`config.mk`:
```
export PLATFORM = sky130hd
export DESIGN_NAME = ecc_link
export DESIGN_NICKNAME = d
export VERILOG_FILES = /design/src/rtl/ecc_link_pkg.sv /design/src/rtl/hamming_math_pkg.sv /design/src/rtl/ecc_link.sv /design/src/rtl/hamming_block_packer.sv /design/src/rtl/hamming_decoder.sv /design/src/rtl/hamming_encoder.sv
export SDC_FILE = /design/constraint.sdc
export NUM_CORES = 1
export LEC_CHECK = 0
export BUFFER_PORTS_ARGS = -buffer_cell sky130_fd_sc_hd__buf_2
export CAP_MARGIN = 20
export CORE_AREA = 10 10 86 88
export DETAILED_ROUTE_END_ITERATION = 8
export DIE_AREA = 0 0 96 98
export GPL_TIMING_DRIVEN = 0
export HOLD_SLACK_MARGIN = 0.02
export PLACE_DENSITY = 0.63
export SYNTH_ARGS = -nofsm -noshare
export SYNTH_HDL_FRONTEND = slang
export SYNTH_HIERARCHICAL = 1
export SYNTH_SLANG_ARGS = --single-unit
export TNS_END_PERCENT = 1
```
`constraint.sdc`:
```
create_clock -name clk -period 2.25 [get_ports clk]
set_clock_uncertainty 0.05 [all_clocks]
set_input_delay 0.3375 -clock clk [delete_from_list [all_inputs] [get_ports clk]]
set_output_delay 0.3375 -clock clk [all_outputs]
set_load 0.01 [all_outputs]
```
`src/rtl/ecc_link_pkg.sv`:
```
/*
 * ECC link definitions
 * Result classification reported by the Hamming decoder and the link top
 */

`default_nettype none

package ecc_link_pkg;

  // Outcome of one decode
  // status_clean      syndrome zero, data taken as received
  // status_corrected  syndrome inside the real block, that bit flipped back
  // status_invalid    syndrome points into padding or past the block,
  //                   data passed through uncorrected
  typedef enum logic [1:0] {
    status_clean     = 2'b00,
    status_corrected = 2'b01,
    status_invalid   = 2'b10
  } decode_status_e;

endpackage

`default_nettype wire

```
`src/rtl/hamming_math_pkg.sv`:
```
/*
 * Hamming code geometry
 * Derives parity width, padded data width and block width from a data width,
 * and identifies the parity positions inside a block
 */

`default_nettype none

package hamming_math_pkg;

  // Smallest p such that a Hamming block of 2^p-1 bits holds the data
  function automatic int get_parity_width(input int data_width);
    int parity_width;
    parity_width = 1;
    while ((1 << parity_width) - parity_width - 1 < data_width) begin
      parity_width++;
    end
    return parity_width;
  endfunction

  // Number of data bits in a full-length block with this many parity bits
  function automatic int get_padded_data_width(input int parity_width);
    return (1 << parity_width) - parity_width - 1;
  endfunction

  // Real block width, before padding to the full Hamming length
  function automatic int get_block_width(input int data_width);
    return data_width + get_parity_width(data_width);
  endfunction

  // Parity sits where the one-based index is a power of two
  // index+1 is a power of two when it shares no bit with index
  function automatic logic is_parity_position(input int index);
    return ((index + 1) & index) == 0;
  endfunction

endpackage

`default_nettype wire

```
`src/rtl/ecc_link.sv`:
```
/*
 * Hamming-protected point-to-point link
 * Registered transmit stage feeding the encoder, and a two-stage receive
 * pipeline around the decoder
 */

`default_nettype none

module ecc_link #(
  parameter int  DATA_WIDTH   = 8,
  localparam int PARITY_WIDTH = hamming_math_pkg::get_parity_width(DATA_WIDTH),
  localparam int BLOCK_WIDTH  = hamming_math_pkg::get_block_width(DATA_WIDTH)
) (
  input  wire logic                    clk,
  input  wire logic                    rst_n,
  // Transmit side
  input  wire logic                    tx_valid,
  input  wire logic [DATA_WIDTH-1:0]   tx_data,
  output logic                         tx_done,
  output logic      [BLOCK_WIDTH-1:0]  tx_block,
  output logic      [PARITY_WIDTH-1:0] tx_code,
  // Receive side
  input  wire logic                    rx_valid,
  input  wire logic [BLOCK_WIDTH-1:0]  rx_block,
  output logic                         rx_done,
  output logic      [DATA_WIDTH-1:0]   rx_data,
  output ecc_link_pkg::decode_status_e rx_status,
  output logic      [PARITY_WIDTH-1:0] rx_syndrome
);

  import ecc_link_pkg::*;

  logic [DATA_WIDTH-1:0]   tx_data_q;
  logic [BLOCK_WIDTH-1:0]  rx_block_q;
  logic                    rx_valid_q;
  logic [DATA_WIDTH-1:0]   dec_data;
  logic [PARITY_WIDTH-1:0] dec_syndrome;
  decode_status_e          dec_status;

  // Transmit capture, block and code follow combinationally
  always_ff @(posedge clk) begin
    if (!rst_n) begin
      tx_data_q <= '0;
      tx_done   <= 1'b0;
    end else begin
      tx_done <= tx_valid;
      if (tx_valid) begin
        tx_data_q <= tx_data;
      end
    end
  end

  hamming_encoder #(
    .DATA_WIDTH (DATA_WIDTH)
  ) u_encoder (
    .data  (tx_data_q),
    .code  (tx_code),
    .block (tx_block)
  );

  // Receive stage 1, raw block
  always_ff @(posedge clk) begin
    if (!rst_n) begin
      rx_block_q <= '0;
      rx_valid_q <= 1'b0;
    end else begin
      rx_valid_q <= rx_valid;
      if (rx_valid) begin
        rx_block_q <= rx_block;
      end
    end
  end

  hamming_decoder #(
    .DATA_WIDTH (DATA_WIDTH)
  ) u_decoder (
    .block    (rx_block_q),
    .data     (dec_data),
    .syndrome (dec_syndrome),
    .status   (dec_status)
  );

  // Receive stage 2, decoded result
  // Results land two edges after rx_valid is sampled
  always_ff @(posedge clk) begin
    if (!rst_n) begin
      rx_done     <= 1'b0;
      rx_data     <= '0;
      rx_status   <= status_clean;
      rx_syndrome <= '0;
    end else begin
      rx_done <= rx_valid_q;
      if (rx_valid_q) begin
        rx_data     <= dec_data;
        rx_status   <= dec_status;
        rx_syndrome <= dec_syndrome;
      end
    end
  end

endmodule

`default_nettype wire

```
`src/rtl/hamming_block_packer.sv`:
```
/*
 * Hamming block packer
 * Interleaves data and parity bits into one block, parity bit k at index
 * 2^k-1 and data bits in order at every other index
 */

`default_nettype none

module hamming_block_packer #(
  parameter int  DATA_WIDTH   = 11,
  localparam int PARITY_WIDTH = hamming_math_pkg::get_parity_width(DATA_WIDTH),
  localparam int BLOCK_WIDTH  = DATA_WIDTH + PARITY_WIDTH
) (
  input  wire logic [DATA_WIDTH-1:0]   data,
  input  wire logic [PARITY_WIDTH-1:0] code,
  output logic      [BLOCK_WIDTH-1:0]  block
);

  import hamming_math_pkg::*;

  always_comb begin
    int data_index;
    int parity_index;
    data_index   = 0;
    parity_index = 0;
    block        = '0;
    // Walk the block from the low end
    for (int i = 0; i < BLOCK_WIDTH; i++) begin
      if (is_parity_position(i)) begin
        // Next parity bit
        block[i] = code[parity_index];
        parity_index++;
      end else begin
        // Next data bit
        block[i] = data[data_index];
        data_index++;
      end
    end
  end

endmodule

`default_nettype wire

```
`src/rtl/hamming_decoder.sv`:
```
/*
 * Hamming decoder
 * Computes the syndrome of a received block, corrects a single flipped bit,
 * extracts the data word and classifies the result, purely combinational
 */

`default_nettype none

module hamming_decoder #(
  parameter int  DATA_WIDTH   = 8,
  localparam int PARITY_WIDTH = hamming_math_pkg::get_parity_width(DATA_WIDTH),
  localparam int BLOCK_WIDTH  = hamming_math_pkg::get_block_width(DATA_WIDTH)
) (
  input  wire logic [BLOCK_WIDTH-1:0] block,
  output logic      [DATA_WIDTH-1:0]  data,
  output logic      [PARITY_WIDTH-1:0] syndrome,
  output ecc_link_pkg::decode_status_e status
);

  import hamming_math_pkg::*;
  import ecc_link_pkg::*;

  localparam int PADDED_BLOCK_WIDTH = get_padded_data_width(PARITY_WIDTH) + PARITY_WIDTH;

  logic [PADDED_BLOCK_WIDTH-1:0] block_padded;
  logic [BLOCK_WIDTH-1:0]        block_fixed;
  logic                          in_range;

  // Zero-extend to the full Hamming length
  always_comb begin
    block_padded                  = '0;
    block_padded[BLOCK_WIDTH-1:0] = block;
  end

  // Syndrome bit k
  // XOR over every one-based index with bit k set, parity bits included
  always_comb begin
    syndrome = '0;
    for (int k = 0; k < PARITY_WIDTH; k++) begin
      for (int i = 0; i < PADDED_BLOCK_WIDTH; i++) begin
        if (((i + 1) & (1 << k)) != 0) begin
          syndrome[k] = syndrome[k] ^ block_padded[i];
        end
      end
    end
  end

  // Syndrome is the one-based index of the bad bit
  // Values past the real block land in padding, which was sent as zero
  assign in_range = (int'(syndrome) <= BLOCK_WIDTH);

  always_comb begin
    if (syndrome == '0) begin
      status = status_clean;
    end else if (in_range) begin
      status = status_corrected;
    end else begin
      status = status_invalid;
    end
  end

  // Flip the single bit the syndrome points at
  // Nothing matches when the syndrome is zero or out of range
  always_comb begin
    block_fixed = block;
    for (int i = 0; i < BLOCK_WIDTH; i++) begin
      if (status == status_corrected && int'(syndrome) == i + 1) begin
        block_fixed[i] = ~block[i];
      end
    end
  end

  // Gather data bits from the non-power-of-two positions, low end first
  // All parity positions fall inside the real block, so exactly
  // DATA_WIDTH data positions remain
  always_comb begin
    int data_index;
    data_index = 0;
    data       = '0;
    for (int i = 0; i < BLOCK_WIDTH; i++) begin
      if (!is_parity_position(i)) begin
        data[data_index] = block_fixed[i];
        data_index++;
      end
    end
  end

endmodule

`default_nettype wire

```
`src/rtl/hamming_encoder.sv`:
```
/*
 * Hamming encoder
 * Computes the parity code of a data word and returns the packed block,
 * purely combinational
 */

`default_nettype none

module hamming_encoder #(
  parameter int  DATA_WIDTH   = 8,
  localparam int PARITY_WIDTH = hamming_math_pkg::get_parity_width(DATA_WIDTH),
  localparam int BLOCK_WIDTH  = hamming_math_pkg::get_block_width(DATA_WIDTH)
) (
  input  wire logic [DATA_WIDTH-1:0] data,
  output logic      [PARITY_WIDTH-1:0] code,
  output logic      [BLOCK_WIDTH-1:0]  block
);

  import hamming_math_pkg::*;

  // Full Hamming length for this parity width
  localparam int PADDED_DATA_WIDTH  = get_padded_data_width(PARITY_WIDTH);
  localparam int PADDED_BLOCK_WIDTH = PADDED_DATA_WIDTH + PARITY_WIDTH;

  logic [PADDED_DATA_WIDTH-1:0]  data_padded;
  logic [PADDED_BLOCK_WIDTH-1:0] data_block;
  logic [PADDED_BLOCK_WIDTH-1:0] block_padded;
  logic [PARITY_WIDTH-1:0]       parity;

  // Upper data bits are zero padding
  always_comb begin
    data_padded                 = '0;
    data_padded[DATA_WIDTH-1:0] = data;
  end

  // Data only, parity slots left at zero
  // Keeps the parity sums free of any path back from the parity itself
  hamming_block_packer #(
    .DATA_WIDTH (PADDED_DATA_WIDTH)
  ) u_packer_data (
    .data  (data_padded),
    .code  ('0),
    .block (data_block)
  );

  // Parity bit k covers every one-based index with bit k set
  always_comb begin
    parity = '0;
    for (int k = 0; k < PARITY_WIDTH; k++) begin
      for (int i = 0; i < PADDED_BLOCK_WIDTH; i++) begin
        // Own position excluded
        if (i != (1 << k) - 1 && ((i + 1) & (1 << k)) != 0) begin
          parity[k] = parity[k] ^ data_block[i];
        end
      end
    end
  end

  // Final block with parity in place
  hamming_block_packer #(
    .DATA_WIDTH (PADDED_DATA_WIDTH)
  ) u_packer_out (
    .data  (data_padded),
    .code  (parity),
    .block (block_padded)
  );

  assign code = parity;

  // Padding bits above the real block are always zero, drop them
  assign block = block_padded[BLOCK_WIDTH-1:0];

endmodule

`default_nettype wire

```
==> flow_summary.yaml <==
status:
  status: "completed"
cts:
  htreeDepth: 2
  worstSkewPairLatency_ps: 280
  cts_tree: "built"
  clk_pin_slew_ps: 70
  cts_buffer_depth: 2
  numCtsBuffers: 5
  clock_sinks: 37
  clk_root_buffer_cell: "clkbuf_8"
  ctsHoldBuffers: 0
hold_path:
  min_from: "rx_block[0]"
  hp-class: "in2reg"
floorplan:
  dieArea_um2: 9410
  coreArea_um2: 5750
  rows: 28
  die-height_um: 98
  ios: 56
  die_w_um: 96
  start_util_pct: 38.1
sta:
  setup_viol: 0
  tns_ps: 0
  layout_setup_ws_ps: 107
  rsz0062_at_grt: "no"
  clock.fmax_mhz: 467
  finalHoldViolCount: 0
  min_period_ps: 2140
  fin_crit_sh_pct: 95.3
  finalMaxSlewViolations: 0
grt:
  antenna_found_initial: 0
  grtUsageTotal_pct: 9.50
  grt_pass1_wl_um: 7180
  grt_start_max_net_pins: 11
  grt_pass1_vias: 1433
  overflow: 0
yosys:
  synth_area_per_cell_um2: 11.6
  synth_area_um2: 2190
  yosysWarnings: 6
  syn_inst: 188
place:
  gp_congestion: 0.687
  dp_hpwl_um: 3440
  pre_cts_slack_ps: 67.7
  portBuffers: 53
setup_path:
  cp_max_fo: 3
  endpoint_kind: "output pin"
  path_buf_inv: 3
  start_kind: "flop"
  cp_data_arrival_time_ps: 1760
  cp.required_ps: 1860
  critPathLaunch: "tx_data_q[2]"
  r2r_start: "rx_block_q[9]"
  crit_path_cell_trace: "buf_4 > xnor3_1 > xnor3_1 > buf_4 > buf_2"
  crit_family: "XOR/XNOR gates"
  critPathMaxStageDelay_ps: 370
  critPathKind: "reg2out"
  crit_slowest_cell: "xnor3_1"
layout:
  drive_gt1_share_pct: 42.5
  nFillCells: 599
  syn2layout_area_growth_pct: 21.4
  multiInputGateArea_um2: 1200
  final-seq-area_um2: 741
  nets: 277
  antenna_cells: 0
power:
  peakVddDrop_mv: 0.342
  p_per_area_nw_per_um2: 698
  leakage_nw: 1.27
drt:
  dr.pass1.iters: 4
  drc: 0
  wirelength_um: 4340
  drtIter0Drc: 28
  final_antenna_net_count: 0
  post_drt_wl_per_cell_um: 13.2
  num_vias: 1409
  viasPerCell: 4.28
flow_run:
  drv_cap: 0
worst paths after layout:
check,cells past startpoint,slack (ps),end
worst min register to register,2,460,rx_syndrome[0]
worst max register to register,7,160,rx_data[1]
worst max-delay path,5,110,tx_block[3]
worst min-delay path,3,260,rx_block_q[0]
routing by layer:
layer | track usage [%] | vias to the layer above | share of wire, % | wire [um]
li1 | - | 724 | - | -
met1 | 10.9 | 645 | 42 | 1810
met2 | 15.9 | 36 | 50 | 2160
met3 | 3.37 | 4 | 7.8 | 339
met4 | 3.06 | 0 | 0.67 | 29
met5 | 0 | - | 0 | 0
report_power, final:
| part | internal, mW | total, mW | leakage, nW | switching [mW] |
|---|---|---|---|---|
| clock network | 0.220 | 0.445 | 0.0395 | 0.225 |
| logic | 0.370 | 0.679 | 0.922 | 0.308 |
| registers | 0.698 | 0.733 | 0.304 | 0.0346 |
| total | 1.29 | 1.86 | 1.27 | 0.568 |
worst min-delay path, cell delays in order:
cell	delay [ps]
buf_2	70
mux2i_1	50
nor2b_1	90
metrics by stage:
step           util [%]  total power [mW]  cells  area [um^2]  hold WS (ps)
6_report           46.3              1.86    329         2660           263
2_1_floorplan         -              1.25    190         2200           416
5_1_grt            46.3              1.97    329         2660           271
4_1_cts            45.9              1.87    326         2640           255
3_5_place_dp       44.5              1.42    318         2560           453
3_3_place_gp       44.5              1.41    318         2560           443
registers in the layout, summed over array words and instances (netlist names):
register     flops
rx_syndrome      4
rx_valid_q       1
tx_done          1
rx_data          8
rx_status        2
tx_data_q        8
rx_block_q      12
rx_done          1
cell type report:
class                   count  area share (%)
plain buffers              31            9.36
clock buffers               8            3.01
inverters                   2           0.282
multi-input cells         120            45.1
flip-flops and latches     37            27.9
well taps                  75            3.53
repair buffers             56            10.8
cell usage in the layout, fill, tap and decap left out, drive strengths merged:
cell,count
conb,3
inv,2
nor3,1
nor2,3
xnor2,16
nor2b,34
dfxtp,37
nor4,1
xor2,7
xor3,2
xnor3,8
clkbuf,8
and2,3
buf,87
nand4,3
mux2i,35
nor4b,4
timing repair:
item | 4_1_cts | 5_1_grt
resized for setup | 0 | 0
pin swaps | 1 | 1
buffers inserted | 0 | 3
setup endpoints to repair | 1 | 3
Note: power is estimated with default switching activity, not from simulation.
